`src/source/uart_pkg.sv`:
```
package uart_pkg;

	// defaults handed to uart_top and passed down
	localparam int DEFAULT_DATA_WIDTH     = 8;     // data bits per frame
	localparam bit DEFAULT_PARITY_ENABLED = 1'b1;  // one parity bit after the data
	localparam bit DEFAULT_PARITY_ODD     = 1'b0;  // 0 even, 1 odd
	localparam int DEFAULT_CLOCKS_PER_BIT = 8;     // at least 4 and even

	// receiver line synchronizer depth
	localparam int SYNC_STAGES = 3;

	// bit position inside a frame of up to 16 data bits plus framing
	typedef logic [4:0] bit_count_t;

	// clock count inside one bit period of up to 255 clocks
	typedef logic [7:0] baud_count_t;

	typedef enum logic [1:0] {
		TX_IDLE,       // line high while waiting for a request
		TX_WAIT_TICK,  // frame loaded and waiting for the bit tick
		TX_SEND        // shifting the frame out
	} tx_state_t;

	typedef enum logic [2:0] {
		RX_IDLE,    // waiting for a falling edge
		RX_START,   // counting to the middle of the start bit
		RX_DATA,    // sampling data bits
		RX_PARITY,  // sampling the parity bit
		RX_STOP     // sampling the stop bit
	} rx_state_t;

endpackage

```
`src/source/uart_tx.sv`:
```
`timescale 1ns/10ps

module uart_tx import uart_pkg::*; #(
	parameter int DATA_WIDTH     = DEFAULT_DATA_WIDTH,
	parameter bit PARITY_ENABLED = DEFAULT_PARITY_ENABLED,
	parameter bit PARITY_ODD     = DEFAULT_PARITY_ODD,
	parameter int CLOCKS_PER_BIT = DEFAULT_CLOCKS_PER_BIT
) (
	input  logic                  clk,
	input  logic                  reset,
	input  logic                  i_enable,     // request taken only while idle
	input  logic [DATA_WIDTH-1:0] i_data,       // word captured with the request
	output logic                  o_busy,       // high from acceptance to end of stop bit
	output logic                  o_serial_out  // serial line that idles high
);

	// start + data + optional parity + stop
	localparam int FRAME_BITS = DATA_WIDTH + int'(PARITY_ENABLED) + 2;
	localparam baud_count_t LAST_CLOCK = baud_count_t'(CLOCKS_PER_BIT - 1);
	localparam bit_count_t LAST_BIT = bit_count_t'(FRAME_BITS - 1);

	tx_state_t             state;
	baud_count_t           baud_cnt;    // free running bit-rate divider
	logic                  bit_tick;    // one cycle per bit period
	bit_count_t            bit_cnt;     // index of the bit on the line
	logic                  parity_bit;
	logic [FRAME_BITS-1:0] load_frame;  // frame as built from i_data
	logic [FRAME_BITS-1:0] shift_reg;   // bit 0 goes out next

	// divider runs from reset regardless of traffic
	always_ff @(posedge clk) begin
		if (reset) begin
			baud_cnt <= '0;
		end else if (bit_tick) begin
			baud_cnt <= '0;
		end else begin
			baud_cnt <= baud_cnt + 1'b1;
		end
	end

	assign bit_tick = (baud_cnt == LAST_CLOCK);

	assign parity_bit = (^i_data) ^ PARITY_ODD;  // even parity inverted for odd

	// frame layout with the lsb leaving first
	generate
		if (PARITY_ENABLED) begin : g_parity
			assign load_frame = {1'b1, parity_bit, i_data, 1'b0};
		end else begin : g_no_parity
			assign load_frame = {1'b1, i_data, 1'b0};
		end
	endgenerate

	// frame shift register
	always_ff @(posedge clk) begin
		if (state == TX_IDLE && i_enable) begin
			shift_reg <= load_frame;  // capture on acceptance
		end else if (state != TX_IDLE && bit_tick) begin
			shift_reg <= {1'b1, shift_reg[FRAME_BITS-1:1]};  // back-fill with idle level
		end
	end

	// frame sequencing
	always_ff @(posedge clk) begin
		if (reset) begin
			state        <= TX_IDLE;
			bit_cnt      <= '0;
			o_busy       <= 1'b0;
			o_serial_out <= 1'b1;
		end else begin
			case (state)
				TX_IDLE: begin
					if (i_enable) begin
						state  <= TX_WAIT_TICK;
						o_busy <= 1'b1;  // rises on the accepting edge
					end
				end
				TX_WAIT_TICK: begin
					if (bit_tick) begin
						state        <= TX_SEND;
						bit_cnt      <= '0;
						o_serial_out <= shift_reg[0];  // start bit
					end
				end
				TX_SEND: begin
					if (bit_tick) begin
						if (bit_cnt == LAST_BIT) begin
							// stop bit period ends here
							state        <= TX_IDLE;
							o_busy       <= 1'b0;
							o_serial_out <= 1'b1;
						end else begin
							bit_cnt      <= bit_cnt + 1'b1;
							o_serial_out <= shift_reg[0];
						end
					end
				end
				default: begin
					state <= TX_IDLE;
				end
			endcase
		end
	end

	// a request during a frame must not disturb the frame in flight
	a_busy_ignores_enable: assert property (@(posedge clk) disable iff (reset)
		(o_busy && i_enable && !bit_tick) |=> $stable(shift_reg));

	// line idles high between frames
	a_idle_line_high: assert property (@(posedge clk) disable iff (reset)
		(state == TX_IDLE) |-> o_serial_out);

	// busy flag tracks the FSM
	a_busy_matches_state: assert property (@(posedge clk) disable iff (reset)
		o_busy == (state != TX_IDLE));

endmodule

```
`src/source/uart_rx.sv`:
```
`timescale 1ns/10ps

module uart_rx import uart_pkg::*; #(
	parameter int DATA_WIDTH     = DEFAULT_DATA_WIDTH,
	parameter bit PARITY_ENABLED = DEFAULT_PARITY_ENABLED,
	parameter bit PARITY_ODD     = DEFAULT_PARITY_ODD,
	parameter int CLOCKS_PER_BIT = DEFAULT_CLOCKS_PER_BIT
) (
	input  logic                  clk,
	input  logic                  reset,
	input  logic                  i_serial_in,      // asynchronous serial line
	output logic [DATA_WIDTH-1:0] o_received_data,  // held until the next strobe
	output logic                  o_data_valid,     // one cycle per frame
	output logic                  o_rx_error        // parity or framing error
);

	localparam baud_count_t HALF_BIT  = baud_count_t'(CLOCKS_PER_BIT / 2 - 1);
	localparam baud_count_t FULL_BIT  = baud_count_t'(CLOCKS_PER_BIT - 1);
	localparam bit_count_t  LAST_DATA = bit_count_t'(DATA_WIDTH - 1);

	logic [SYNC_STAGES-1:0] sync_q;      // line synchronizer
	logic                   rx_line;     // synchronized line
	rx_state_t              state;
	baud_count_t            baud_cnt;    // clocks since the last sample point
	logic                   sample_now;  // sample point of the current bit
	bit_count_t             bit_idx;     // data bit being received
	logic [DATA_WIDTH-1:0]  shift_reg;   // data assembles here lsb first
	logic                   parity_acc;  // expected parity bit so far
	logic                   parity_err;  // parity mismatch of this frame

	// synchronizer chain feeding rx_line, idle level out of reset
	always_ff @(posedge clk) begin
		if (reset) begin
			sync_q <= '1;
		end else begin
			sync_q <= {sync_q[SYNC_STAGES-2:0], i_serial_in};
		end
	end

	assign rx_line = sync_q[SYNC_STAGES-1];

	// half a period for the start bit, then one full period per bit
	always_comb begin
		if (state == RX_START) begin
			sample_now = (baud_cnt == HALF_BIT);
		end else begin
			sample_now = (baud_cnt == FULL_BIT);
		end
	end

	// FSM and output strobe
	always_ff @(posedge clk) begin
		if (reset) begin
			state           <= RX_IDLE;
			baud_cnt        <= '0;
			bit_idx         <= '0;
			o_data_valid    <= 1'b0;
			o_rx_error      <= 1'b0;
			o_received_data <= '0;
		end else begin
			o_data_valid <= 1'b0;  // strobe lasts a single cycle
			if (state == RX_IDLE || sample_now) begin
				baud_cnt <= '0;  // realign on every sample point
			end else begin
				baud_cnt <= baud_cnt + 1'b1;
			end
			case (state)
				RX_IDLE: begin
					if (!rx_line) begin
						state <= RX_START;  // falling edge
					end
				end
				RX_START: begin
					if (sample_now) begin
						if (rx_line) begin
							state <= RX_IDLE;  // glitch with no frame
						end else begin
							state   <= RX_DATA;
							bit_idx <= '0;
						end
					end
				end
				RX_DATA: begin
					if (sample_now) begin
						bit_idx <= bit_idx + 1'b1;
						if (bit_idx == LAST_DATA) begin
							state <= PARITY_ENABLED ? RX_PARITY : RX_STOP;
						end
					end
				end
				RX_PARITY: begin
					if (sample_now) begin
						state <= RX_STOP;
					end
				end
				RX_STOP: begin
					if (sample_now) begin
						state           <= RX_IDLE;
						o_data_valid    <= 1'b1;
						o_received_data <= shift_reg;
						o_rx_error      <= parity_err | ~rx_line;  // low stop bit is a framing error
					end
				end
				default: begin
					state <= RX_IDLE;
				end
			endcase
		end
	end

	// data and parity path
	always_ff @(posedge clk) begin
		if (sample_now) begin
			case (state)
				RX_START: begin
					parity_acc <= PARITY_ODD;  // odd parity starts inverted
					parity_err <= 1'b0;
				end
				RX_DATA: begin
					shift_reg  <= {rx_line, shift_reg[DATA_WIDTH-1:1]};
					parity_acc <= parity_acc ^ rx_line;
				end
				RX_PARITY: begin
					parity_err <= parity_acc ^ rx_line;
				end
				default: begin
					parity_err <= parity_err;
				end
			endcase
		end
	end

	// no back-to-back strobes
	a_valid_single_cycle: assert property (@(posedge clk) disable iff (reset)
		o_data_valid |=> !o_data_valid);

	// a strobe only comes out of the stop bit sample
	a_valid_from_stop: assert property (@(posedge clk) disable iff (reset)
		$rose(o_data_valid) |-> ($past(state) == RX_STOP && state == RX_IDLE));

endmodule

```
`src/source/uart_top.sv`:
```
`timescale 1ns/10ps

module uart_top import uart_pkg::*; #(
	parameter int DATA_WIDTH     = DEFAULT_DATA_WIDTH,
	parameter bit PARITY_ENABLED = DEFAULT_PARITY_ENABLED,
	parameter bit PARITY_ODD     = DEFAULT_PARITY_ODD,
	parameter int CLOCKS_PER_BIT = DEFAULT_CLOCKS_PER_BIT
) (
	input  logic                  clk,
	input  logic                  reset,
	input  logic                  i_enable,         // transmit request
	input  logic [DATA_WIDTH-1:0] i_data,           // word to send
	output logic                  o_busy,           // transmitter busy
	output logic                  o_serial_out,     // transmitter line
	input  logic                  i_loopback,       // 1 feeds the receiver from the transmitter
	input  logic                  i_serial_in,      // external receiver line
	output logic [DATA_WIDTH-1:0] o_received_data,
	output logic                  o_data_valid,
	output logic                  o_rx_error
);

	logic tx_line;  // transmitter output
	logic rx_line;  // receiver input after loopback select

	// mid-bit sampling needs an even divider of at least 4
	if (CLOCKS_PER_BIT < 4 || (CLOCKS_PER_BIT % 2) != 0 || CLOCKS_PER_BIT > 255) begin : g_bad_cpb
		$error("uart_top: CLOCKS_PER_BIT must be even and within 4 to 255");
	end

	// bit_count_t covers up to 16 data bits
	if (DATA_WIDTH < 2 || DATA_WIDTH > 16) begin : g_bad_width
		$error("uart_top: DATA_WIDTH must be within 2 to 16");
	end

	uart_tx #(
		.DATA_WIDTH     (DATA_WIDTH),
		.PARITY_ENABLED (PARITY_ENABLED),
		.PARITY_ODD     (PARITY_ODD),
		.CLOCKS_PER_BIT (CLOCKS_PER_BIT)
	) u_tx (
		.clk          (clk),
		.reset        (reset),
		.i_enable     (i_enable),
		.i_data       (i_data),
		.o_busy       (o_busy),
		.o_serial_out (tx_line)
	);

	assign o_serial_out = tx_line;
	assign rx_line      = i_loopback ? tx_line : i_serial_in;

	uart_rx #(
		.DATA_WIDTH     (DATA_WIDTH),
		.PARITY_ENABLED (PARITY_ENABLED),
		.PARITY_ODD     (PARITY_ODD),
		.CLOCKS_PER_BIT (CLOCKS_PER_BIT)
	) u_rx (
		.clk             (clk),
		.reset           (reset),
		.i_serial_in     (rx_line),
		.o_received_data (o_received_data),
		.o_data_valid    (o_data_valid),
		.o_rx_error      (o_rx_error)
	);

endmodule

```
`config.mk`:
```
export PLATFORM = sky130hd
export DESIGN_NAME = uart_top
export DESIGN_NICKNAME = d
export VERILOG_FILES = /design/src/source/uart_pkg.sv /design/src/source/uart_tx.sv /design/src/source/uart_rx.sv /design/src/source/uart_top.sv
export SDC_FILE = /design/constraint.sdc
export NUM_CORES = 1
export LEC_CHECK = 0
export ABC_AREA = 1
export BUFFER_PORTS_ARGS = -buffer_cell sky130_fd_sc_hd__buf_2
export CORE_MARGIN = 10
export CORE_UTILIZATION = 59
export CTS_CLUSTER_SIZE = 10
export DETAILED_ROUTE_END_ITERATION = 8
export PLACE_DENSITY = 0.82
export SKIP_LAST_GASP = 1
export SYNTH_ARGS = -nofsm -noshare
export SYNTH_HDL_FRONTEND = slang
export SYNTH_HIERARCHICAL = 1
export SYNTH_SLANG_ARGS = --single-unit
```
`constraint.sdc`:
```
create_clock -name clk -period 2.1 [get_ports clk]
set_input_delay 0.42 -clock clk [delete_from_list [all_inputs] [get_ports clk]]
set_output_delay 0.42 -clock clk [all_outputs]
set_load 0.01 [all_outputs]
```
======== After elaboration in Yosys (flattened, before gate mapping) ========
Index checks and enable logic that the tools add are counted.
storage, ports and cells
  word-level logic and storage cells ...... 109
  bits in registers ....................... 66
  input port bits ......................... 13
  output and inout bits ................... 12
cells by class
  mux-type cells .......................... 36
  reduce and logical (&&, ||, !) cells .... 25
  bitwise gates (word level) .............. 4
  add/sub/neg operators ................... 4
  eq/ne operators ......................... 23
operators by type and width
  kind                                                                      number
  5-bit two-way mux                                                         6
  10-bit two-way mux                                                        2
  5-bit case mux with 2 select lines                                        2
  3-bit two-way mux                                                         6
  8-bit by 1-bit adder with 8-bit output (second input constant)            2
  8-bit by 3-bit == test with 1-bit output (second input constant)          2
  2-bit by 1-bit inequality test with 1-bit output (second input constant)  8
  4-bit AND reduction                                                       4
  3-bit case mux with 5 select lines                                        1
  2-bit nonzero test                                                        6
  5-bit by 1-bit adder with 5-bit output (second input constant)            2
  2-bit two-way mux                                                         5
  1-bit two-way mux                                                         9
  8-bit by 2-bit == test with 1-bit output (second input constant)          1
  2-bit inequality test (second input constant)                             4
  1-bit case mux with 2 select lines                                        4
  2-bit AND reduction                                                       4
  8-bit XOR reduction                                                       1
  3-bit by 2-bit == test with 1-bit output (second input constant)          2
  2-bit case mux with 3 select lines                                        1
  6-bit AND reduction                                                       1
  2-bit OR reduction                                                        3
  5-bit by 3-bit == test with 1-bit output (second input constant)          1
  5-bit by 4-bit == test with 1-bit output (second input constant)          1
  other kinds (12)                                                          14

======== Longest topological paths before layout ========
Gate-level depths: netlist of the first run.
  word-level depth ........................ 4
  gate-level depth with buffers ........... 10
  depth with buffers taken out ............ 10

======== By module ========
Netlist of the first run, hierarchy kept.
modules (own cells, without submodules)
  module    area each (sq um)  sequential area each (sq um)  cells an instance  times used
  uart_rx   1594.0             880.8                         180                1
  uart_tx   1371.3             630.6                         157                1
  uart_top  15.0               0.0                           4                  1

======== Worst setup path before layout of the first run ========
No wires, ideal clock.
  kind .................................... reg2reg
  from .................................... reg u_tx.baud_cnt[0]
  to ...................................... reg u_tx.shift_reg[1], enable pin
  data required time ...................... 1.784 ns
  cell stages (with the launch flop) ...... 8
  period minus slack after synthesis ...... 1.569 ns
  setup slack ............................. 0.531 ns
  library setup time ...................... 0.316 ns
  arrival ................................. 1.253 ns
  path buffers ............................ 0
  path through ............................ dfxtp_1 -> ha_1 -> nand3_4 -> nor2_8 -> inv_4 -> nor2_8 -> inv_2 -> nand2_2
between the ends
  longest elaborated chain between the ends .. 3
ends and longest elaborated chain
  item                                      line           RTL
  start: declaration                        uart_tx.sv:23  baud_count_t baud_cnt;
  start signal: assignment                  uart_tx.sv:37  baud_cnt <= baud_cnt + 1'b1;
  8-bit by 3-bit == test with 1-bit output  uart_tx.sv:41  assign bit_tick = (baud_cnt == LAST_CLOCK);
  1-bit logical AND                         uart_tx.sv:58  end else if (state != TX_IDLE && bit_tick) begin
  2-bit nonzero test (no source line)       -
  end signal: assignment                    uart_tx.sv:57  shift_reg <= load_frame;
  end signal: assignment                    uart_tx.sv:59  shift_reg <= {1'b1, shift_reg[FRAME_BITS-1:1]};
  end: declaration                          uart_tx.sv:28  logic [FRAME_BITS-1:0] shift_reg;
Every way passes these cells.
A chain may end at the register's enable or synchronous reset.

======== Final worst setup path of the first run ========
  from .................................... reg u_tx.baud_cnt[0]
  to ...................................... reg u_tx.shift_reg[6], enable pin
The elaborated chain is that of the path after synthesis.

==> results by group, run 1 <==
Status
  • Status: finished clean

Power and ir drop
  • Pwr Density: 890.9 nW/µm²
  • Max VDD drop: 0.0004178 V
  • Lkg Pwr: 1.395 nW

Timing
  • Fin. max-slew vios: 0
  • Crit path time final: 1.735 ns
  • Final Hold Fails: 0
  • Worst-Margin Slew: 0.3843 ns
  • Final setup viols: 0
  • Skew final: 0.01193 ns
  • Hold_ws: 0.3524 ns
  • RSZ-0062 raised after global routing: false
  • Setup TNS: 0 ns
  • Final worst path period share: 0.8264
  • Max-slew headroom: 0.7435
  • Peak Freq: 0.5762 GHz

Logic synthesis
  • Synth Area in Simple Gates: 0.2720
  • Post-synthesis register bit count: 66
  • Post-synthesis sequential area ratio: 0.5071
  • Syn Inst Count: 341
  • Synth warn: 6
  • Largest family of logic cells by synthesized area: simple AND/OR/NAND/NOR gates
  • Synthesized area: 2980 µm²
  • Synth top area cells: dfxtp_1 32%, edfxtp_1 19%, nand2_1 6.8%
  • Mean Syn Cell Area: 8.740 µm²
  • Synth top area share: 0.3157
  • Xor-xnor portion of the synthesized cell area: 0.04996
  • Synth Area in Compound Gates: 0.09656
  • Area leader, netlist: dfxtp_1
  • Syn nets: 359
  • Synth Area in Adders: 0.02099
  • Mux cell area share after synthesis: 0
  • Post-synth cell types: 29

Clock network
  • Postcts setup bufs: 0
  • TritonCTS Buffers: 9
  • Cts hold-fix bufs: 0
  • CTS Sinks: 66
  • Worst-path clk slew: 0.06 ns
  • Clock Path Buffers: 2
  • H-tree levels: 3
  • Clk_lat worst skew: 0.34 ns
  • TritonCTS clock tree: built
  • PostCTS Resize Cnt: 0
  • Root buf cell: clkbuf_8

Worst setup path
  • Worst path slowest cell: dfxtp_1
  • Crit path max-delay family: simple AND/OR/NAND/NOR gates
  • WP depth: 7
  • Crit path launch type: flip-flop
  • Critical path peak fanout: 10
  • Worst path cell trace: ha_1 -> nand3_4 -> nor2_8 -> inv_4 -> nor2_8 -> inv_2 -> nand2_2
  • Most numerous cell on the critical path: nor2_8
  • Critical path buffers and inverters: 2
  • Crit. End Element: flip-flop
  • Slowest stage delay, CP: 0.37 ns
  • CP Class: flip-flop to flip-flop
  • Worst EP arrival: 1.76 ns
  • Cells on worst reg2reg path: 7
  • Critical Path RT: 2.12 ns

Floorplanning
  • Chip width: 91.08 µm
  • Full die area: 8295 µm²
  • Starting Density: 0.6187
  • Ports: 25
  • Core footprint: 4817 µm²
  • Die Y: 91.08 µm
  • Cell Rows: 25

Cells and area
  • Antenna diode count: 0
  • Most frequent cells in the layout: 54 x nand2_1, 50 x nor2_1, 47 x dfxtp_1
  • Commonest non-fill, non-tap cell in the layout: nand2_1
  • Max FFs per register: 10
  • Layout area overhead: 12.30%
  • Final #Nets: 393
  • Ratio of cells with drive above 1 in the final layout: 0.2000

Drt
  • ANT nets after route: 0
  • DR vias: 2253
  • Avg WL per Cell: 12.03 µm
  • Initial DRC Count: 117
  • Drt pass-1 iters: 4
  • Vias per cell: 5.040
  • Residual DRC: 0
  • Final wirelength: 5378 µm

GRT
  • Initial antenna violation count: 0
  • First-pass GRT wire length: 9584 µm
  • Total grt overflow: 0
  • Pin count of the biggest net entering global routing: 18
  • Vias in the first global route: 2218
  • GRT Overall Usage: 0.1399

Flow run
  • Max cap viols: 0

Placed design
  • IO buf count: 24
  • Final GP Congestion: 0.8318
  • DP Wirelength: 3864 µm

Hold path
  • Hold Path Stages: 4
  • Worst Hold Class: input pin to flip-flop
layout make-up:
cell class	instances	area, µm²
multi-input combinational	234	1310
clock inverter	4	17.52
sequential	66	1511
fill	416	1470
inverter	39	151.4
tap	67	83.83
timing repair buffer	25	127.6
clock buffer	12	145.1
metal layers:
metal	GRT usage	share of wire	vias up
li1	-	-	1184
met1	0.1630	0.46	1015
met2	0.2214	0.47	48
met3	0.05350	0.056	6
met4	0.06789	0.0095	0
met5	0	0	-
kinds of logic (layout without fill, tap and decap cells):
| group | Yosys count | after routing |
|---|---|---|
| AOI/OAI and AO/OA | 51 | 51 |
| adders and majority gates | 5 | 5 |
| xor gates and xnor gates | 17 | 17 |
| and+or+nand+nor | 161 | 161 |
| DFF | 66 | 66 |
| buffers and inverters | 41 | 80 |
per-stage QoR:
stage	std cells	worst slack (ns)	total power, mW	utilization	instance area [µm²]
2_1_floorplan	341	0.5311	1.978	-	2980
3_3_place_gp	431	0.4478	2.098	0.6610	3184
3_5_place_dp	431	0.3891	2.112	0.6610	3184
4_1_cts	447	0.3778	3.002	0.6948	3347
5_1_grt	447	0.2684	3.166	0.6948	3347
6_report	447	0.3645	2.982	0.6948	3347
power breakdown:
| group | internal [mW] | total (mW) | switching, mW |
|---|---|---|---|
| clock network | 0.449 | 0.887 | 0.438 |
| logic | 0.205 | 0.612 | 0.407 |
| registers | 1.42 | 1.48 | 0.0657 |
| total | 2.07 | 2.98 | 0.911 |
synth_stat cells:
cell and number:
nor3b_1 1, o21ai_0 10, nor2_1 50, nor2_4 3
nor2_8 3, xor2_1 9, nand3_1 14, inv_4 2
nand3_4 2, or2_2 4, a21oi_1 21, dfxtp_1 47
nor3_2 1, a22o_1 8, nor2_2 12, inv_2 7
ha_1 5, nand2_1 54, nand4_1 6, edfxtp_1 19
o21a_1 1, nor3_1 5, xnor2_1 8, clkbuf_1 2
nand2_2 4, o21ai_1 11, nand3_2 1, nor4_1 1
inv_1 30
worst min-delay path, delay by kind of cell:
kind                   cells  cell delay [ns]
buffers and inverters      1             0.07
and+or+nand+nor            3             0.16
final timing paths:
| check | slack (ns) | startpoint | to |
|---|---|---|---|
| setup / recovery | 0.36 | u_tx/baud_cnt[0] | u_tx/shift_reg[6] |
| hold / removal | 0.35 | i_serial_in | u_rx/sync_q[0] |
| setup reg to reg | 0.36 | u_tx/baud_cnt[0] | u_tx/shift_reg[6] |
| hold reg to reg | 0.40 | u_rx/sync_q[1] | u_rx/sync_q[2] |
Power figures use the tool's default switching activity.
==> run 2, diff against run 1 <==
ABC_AREA = 0   (was 1)
clock period = 1.6 ns   (was 2.1 ns; I/O delays follow)
==> results by group, run 2 <==
GRT
  • Pin count of the biggest net entering global routing: 17 (-1)
  • GRT Overall Usage: 0.1542 (+0.01430)
  • Initial antenna violation count: 0 (unchanged)
  • First-pass GRT wire length: 10600 µm (+11%)
  • Vias in the first global route: 2312 (+4.2%)
  • Total grt overflow: 0 (unchanged)

Worst setup path
  • Worst path cell trace: or4_4 -> nor4b_4 -> buf_12 -> buf_4
  • Slowest stage delay, CP: 0.59 ns (+0.22 ns)
  • Critical path buffers and inverters: 2 (unchanged)
  • Critical path peak fanout: 14 (+4)
  • Critical Path RT: 1.68 ns (-0.44 ns)
  • Reg2Reg Setup Slack: -0.23 ns (-0.60 ns)
  • CP Class: flip-flop to flip-flop
  • Worst EP arrival: 1.91 ns (+0.15 ns)
  • Crit path launch type: flip-flop
  • Crit path max-delay family: simple AND/OR/NAND/NOR gates
  • Worst path slowest cell: or4_4
  • Crit. End Element: flip-flop

Placed design
  • Area after DPL: 3319 µm² (+4.2%)
  • DP Worst Slack: -0.2586 ns (-0.6477 ns)
  • Cells after DPL: 389 (-9.7%)
  • IO buf count: 24 (unchanged)
  • DP Wirelength: 4183 µm (+8.3%)
  • Final GP Congestion: 0.9216 (+11%)

Clock network
  • TritonCTS Buffers: 9 (unchanged)
  • Worst-path clk slew: 0.08 ns (+0.02 ns)
  • H-tree levels: 3 (unchanged)
  • CTS Sinks: 66 (unchanged)
  • TritonCTS clock tree: built
  • Clock Path Buffers: 2 (unchanged)
  • Clk_lat worst skew: 0.35 ns (about the same)
  • Cts hold-fix bufs: 0 (unchanged)
  • Root buf cell: clkbuf_8

Logic synthesis
  • Synth top area share: 0.3237 (+0.008018)
  • Synth warn: 6 (unchanged)
  • Number of flops mapped to enable cells by yosys: 19 (unchanged)
  • Asr flop ratio synth: 0 (unchanged)
  • Synth Flop Type: dfxtp_1
  • Post-synth cell types: 57 (+97%)
  • Area leader, netlist: dfxtp_1
  • Synthesized area: 2907 µm² (-2.5%)
  • Syn nets: 296 (-18%)
  • Syn Inst Count: 278 (-18%)
  • Post-synthesis sequential area ratio: 0.5200 (+0.01288)
  • Count leader, synth: dfxtp_1
  • Commonest cells in the netlist: 47 x dfxtp_1, 39 x nor2_1, 19 x edfxtp_1, 14 x nand3_1, 12 x nand2_1
  • Synth top area cells: dfxtp_1 32%, edfxtp_1 20%, nor2_1 5.0%
  • Mean Syn Cell Area: 10.46 µm² (+20%)
  • Post-synthesis register bit count: 66 (unchanged)

Cells and area
  • Commonest non-fill, non-tap cell in the layout: dfxtp_1
  • Antenna diode count: 0 (unchanged)
  • Final cell count without fillers: 410 (-8.3%)
  • Finished Cell Area: 3685 µm² (+10%)
  • Ratio of cells with drive above 1 in the final layout: 0.3207 (+0.1207)
  • Max FFs per register: 10 (unchanged)
  • Final core utilization: 0.7750 (+0.08020)
  • Most frequent cells in the layout: 42 x dfxtp_1, 38 x nor2_1, 32 x buf_4
  • Layout area overhead: 26.78%
  • Final #Nets: 356 (-9.4%)

Timing
  • Final worst slack: -0.2312 ns (-0.5957 ns)
  • Final Hold Fails: 0 (unchanged)
  • Skew final: 0.01115 ns (-0.0007837 ns)
  • RSZ-0062 raised after global routing: true
  • Crit path time final: 1.831 ns (+0.09575 ns)
  • Worst-Margin Slew: 0.3333 ns (-0.05105 ns)
  • Setup TNS: -4.369 ns (-4.369 ns)
  • Hold_ws: 0.2617 ns (-0.09072 ns)
  • Max-slew headroom: 0.7776 (+0.03407)
  • Final setup viols: 35 (+35)
  • Final worst path period share: 1.145 (+0.3181)
  • Peak Freq: 0.5461 GHz (-5.2%)
  • Fin. max-slew vios: 0 (unchanged)

Drt
  • Final wirelength: 6290 µm (+17%)
  • Residual DRC: 0 (unchanged)
  • DR vias: 2283 (+1.3%)
  • ANT nets after route: 0 (unchanged)
  • Avg WL per Cell: 15.34 µm (+28%)
  • Drt pass-1 iters: 4 (unchanged)
  • Initial DRC Count: 88 (-25%)
  • Vias per cell: 5.568 (+10%)

Power and ir drop
  • Max VDD drop: 0.0007896 V (+89%)
  • Lkg Pwr: 1.378 nW (-1.2%)
  • Power, Total: 3.272 mW (+9.7%)
  • Pwr Density: 887.9 nW/µm² (-0.33%)

Floorplanning
  • Cell Rows: 25 (unchanged)
  • Core footprint: 4755 µm² (-1.3%)
  • Full die area: 8133 µm² (-1.9%)
  • Chip width: 90.19 µm (-0.98%)
  • Starting Density: 0.6113 (-0.007385)
  • Die Y: 90.19 µm (-0.98%)
  • Ports: 25 (unchanged)

Status
  • Failing checks: negative setup slack
  • Status: finished with violations

Flow run
  • Max cap viols: 0 (unchanged)

Hold path
  • Worst Hold Class: input pin to flip-flop
==> run 2: changes by cell type after synthesis, moves of 5 or more <==
cell      delta
inv_1       -23
a31oi_1      +5
nand3b_1     +5
nor2_1      -11
clkbuf_1     +6
mux2i_1     +10
a21oi_1     -16
nand2_1     -42
o21ai_1     -11
nor2_2      -12
inv_2        -7
==> run 2: logic make-up (layout without fill, tap and decap cells) <==
family	after synthesis	count (layout)	synth area share
AO/OA/AOI/OAI	44	44	0.1124
XOR/XNOR	21	21	0.06328
adder cells (fa/ha/maj)	5	5	0.02152
buffers and inverters	19	84	0.03013
flip-flops	66	66	0.5200
multiplexers	11	11	0.03960
AND/OR/NAND/NOR	112	112	0.2131
==> run 2: final timing paths <==
| kind | start | endpoint | cells after the start |
|---|---|---|---|
| max | u_rx/baud_cnt[5] | u_rx/shift_reg[4] | 4 |
| min | reset | u_tx/bit_cnt[1] | 2 |
| max reg2reg | u_rx/baud_cnt[5] | u_rx/shift_reg[4] | 4 |
| min reg2reg | u_rx/sync_q[0] | u_rx/sync_q[1] | 1 |
==> run 2: area by class of cell <==
class / count / area, µm²
clock inverters: 7 / 53.80
multi-input cells: 193 / 1454
well taps: 67 / 83.83
repair buffers: 61 / 425.4
fillers: 306 / 1070
clock buffers: 9 / 123.9
flip-flops and latches: 66 / 1518
inverters: 7 / 26.28
==> run 2: repair_timing <==
item	4_1_cts	5_1_grt
resized for setup	17	19
endpoints found under the setup margin	57	57
setup buffers	2	3
pin swaps	12	10
==> run 2: report_power, final <==
group | leakage, nW | switching [mW] | internal (mW) | total, mW
registers | 0.558 | 0.0196 | 1.75 | 1.77
clock network | 0.0822 | 0.700 | 0.571 | 1.27
logic | 0.737 | 0.118 | 0.108 | 0.227
total | 1.38 | 0.838 | 2.43 | 3.27
==> run 2: metal layers <==
layer | vias up | global-route usage | wire (µm)
li1 | 1125 | - | -
met3 | 8 | 0.04489 | 297
met1 | 1098 | 0.1763 | 2640
met2 | 52 | 0.2603 | 3249
met5 | - | 0 | 0
met4 | 0 | 0.06897 | 102
==> run 3, diff against run 2 <==
PLACE_DENSITY = 0.8   (was 0.82)
==> results by group, run 3 (synthesized netlist as in run 2, its figures left out) <==
Worst setup path
  • Crit. End Element: flip-flop
  • Crit path launch type: flip-flop
  • Reg2Reg Setup Slack: -0.16 ns (+0.07 ns)
  • Worst EP arrival: 1.81 ns (-0.10 ns)
  • CP Class: flip-flop to flip-flop
  • Critical Path RT: 1.64 ns (-0.04 ns)
  • Critical path peak fanout: 5 (-9)

Flow run
  • Max cap viols: 0 (unchanged)

GRT
  • Initial antenna violation count: 0 (unchanged)
  • Pin count of the biggest net entering global routing: 22 (+5)
  • GRT Overall Usage: 0.1483 (-0.005870)
  • Vias in the first global route: 2248 (-2.8%)
  • Total grt overflow: 0 (unchanged)
  • First-pass GRT wire length: 9991 µm (-5.7%)

Timing
  • Final worst path period share: 1.103 (-0.04148)
  • Worst-Margin Slew: 0.4335 ns (+0.1002 ns)
  • Final setup viols: 36 (+2.9%)
  • Final worst slack: -0.1649 ns (+0.06636 ns)
  • Max-slew headroom: 0.7110 (-0.06658)
  • Peak Freq: 0.5666 GHz (+3.8%)
  • Crit path time final: 1.765 ns (-0.06636 ns)
  • Skew final: 0.008029 ns (-0.003118 ns)
  • RSZ-0062 raised after global routing: true
  • Fin. max-slew vios: 0 (unchanged)
  • Final Hold Fails: 0 (unchanged)

Clock network
  • TritonCTS Buffers: 9 (unchanged)
  • H-tree levels: 3 (unchanged)
  • Worst-path clk slew: 0.07 ns (about the same)
  • Cts hold-fix bufs: 0 (unchanged)
  • Clk_lat worst skew: 0.34 ns (about the same)
  • TritonCTS clock tree: built
  • CTS Sinks: 66 (unchanged)
  • Root buf cell: clkbuf_8
  • Clock Path Buffers: 2 (unchanged)

Cells and area
  • Most frequent cells in the layout: 41 x dfxtp_1, 37 x nor2_1, 27 x buf_4
  • Commonest non-fill, non-tap cell in the layout: dfxtp_1
  • Ratio of cells with drive above 1 in the final layout: 0.3127 (-0.008015)
  • Antenna diode count: 0 (unchanged)
  • Layout area overhead: 26.69% (about the same)
  • Filler cells: 318 (+3.9%)
  • Final cell count without fillers: 406 (-0.98%)
  • Final #Nets: 352 (-1.1%)
  • Max FFs per register: 10 (unchanged)

Placed design
  • DP Wirelength: 4024 µm (-3.8%)
  • Final GP Congestion: 0.9041 (-1.9%)
  • IO buf count: 24 (unchanged)
  • Cells after DPL: 387 (-0.51%)

Drt
  • Drt pass-1 iters: 5 (+1)
  • Residual DRC: 0 (unchanged)
  • DR vias: 2260 (-1.0%)
  • ANT nets after route: 0 (unchanged)
  • Final wirelength: 6099 µm (-3.0%)
  • Avg WL per Cell: 15.02 µm (-2.1%)
  • Vias per cell: 5.567 (about the same)
  • Initial DRC Count: 119 (+35%)

Hold path
  • Worst Hold Class: input pin to flip-flop

Floorplanning
  • Die Y: 90.19 µm (unchanged)
  • Cell Rows: 25 (unchanged)
  • Core footprint: 4755 µm² (unchanged)
  • Full die area: 8133 µm² (unchanged)
  • Starting Density: 0.6113 (unchanged)
  • Chip width: 90.19 µm (unchanged)
  • Ports: 25 (unchanged)

Power and ir drop
  • Switching Fraction: 0.2292 (-0.02694)
  • Lkg Pwr: 1.375 nW (-0.20%)
  • Flop pwr share: 0.521 (-0.021)
  • NetSw: 780.3 µW (-6.9%)
  • Power, Total: 3.405 mW (+4.1%)
  • Pwr Density: 924.6 nW/µm² (+4.1%)
  • Logic pwr share: 0.066 (-0.003)
  • Clock power frac: 0.412 (+0.024)
  • Max VDD drop: 0.0008400 V (+6.4%)
  • Internal cell power: 2.624 mW (+7.8%)

Status
  • Failing checks: negative setup slack
  • Status: finished with violations
==> run 3: cell types whose count changed in the layout (fill, tap and decap cells not counted), moves of 2 or more <==
cell,delta
a21oi_2,+2
nor3_2,+2
o21ai_0,+2
nor3_4,-2
buf_4,-5
inv_6,-2
o311ai_1,-2
nor2_4,+2
==> run 3: power groups by stage <==
| stage | Combinational [mW] | Sequential [mW] | Clock, mW |
|---|---|---|---|
| after floorplan | 0.129 | 1.81 | 0 |
| after global placement | 0.197 | 1.81 | 0 |
| after detailed placement | 0.202 | 1.81 | 0 |
| after CTS | 0.209 | 1.77 | 1.43 |
| after global routing | 0.248 | 1.78 | 1.52 |
| final | 0.225 | 1.78 | 1.40 |
==> run 3: what timing repair did <==
action / 4_1_cts / 5_1_grt
buffers inserted: 1 / 3
pin swaps: 9 / 13
setup endpoints to repair: 48 / 48
gates resized for setup: 10 / 24
==> run 3: critical path, stage by stage, from the launching register on <==
cell and delay [ns]:
dfxtp_2 0.33, or4_4 0.59, or2_4 0.27, buf_6 0.12
a211oi_2 0.16
==> run 3: per-layer routing <==
layer	vias up	track usage	routed length, µm	share of wire
li1	1113	-	-	-
met1	1091	0.1689	2696	0.44
met2	49	0.2427	3078	0.50
met3	7	0.04239	252	0.041
met4	0	0.08621	72	0.012
met5	-	0	0	0
==> run 3: through the flow <==
step / TNS, ns / util / worst slack [ns] / hold WS [ns] / cell area, µm²
6_report: -3.928 / 0.7745 / -0.1649 / 0.2849 / 3682
3_3_place_gp: -3.548 / 0.6976 / -0.1863 / 0.3960 / 3317
5_1_grt: -5.831 / 0.7745 / -0.1961 / 0.2784 / 3682
3_5_place_dp: -4.055 / 0.6976 / -0.2141 / 0.4029 / 3317
4_1_cts: -3.831 / 0.7468 / -0.1604 / 0.2661 / 3551
2_1_floorplan: -7.378 / - / -0.3757 / 0.3891 / 2919
==> run 3: layout make-up <==
cell class | instances | area (µm²) | area share
clock buffers | 10 | 137.6 | 0.03738
clock inverters | 6 | 66.31 | 0.01801
inverters | 7 | 26.28 | 0.007136
multi-input cells | 193 | 1441 | 0.3914
flip-flops and latches | 66 | 1519 | 0.4125
well taps | 67 | 83.83 | 0.02277
repair buffers | 57 | 407.9 | 0.1108
==> run 3: final timing paths <==
kind | depth (start not counted) | start | end
setup / recovery | 4 | u_rx/baud_cnt[4] | u_rx/parity_acc
hold / removal | 2 | reset | u_rx/o_rx_error
setup reg to reg | 4 | u_rx/baud_cnt[4] | u_rx/parity_acc
hold reg to reg | 1 | u_rx/sync_q[0] | u_rx/sync_q[1]
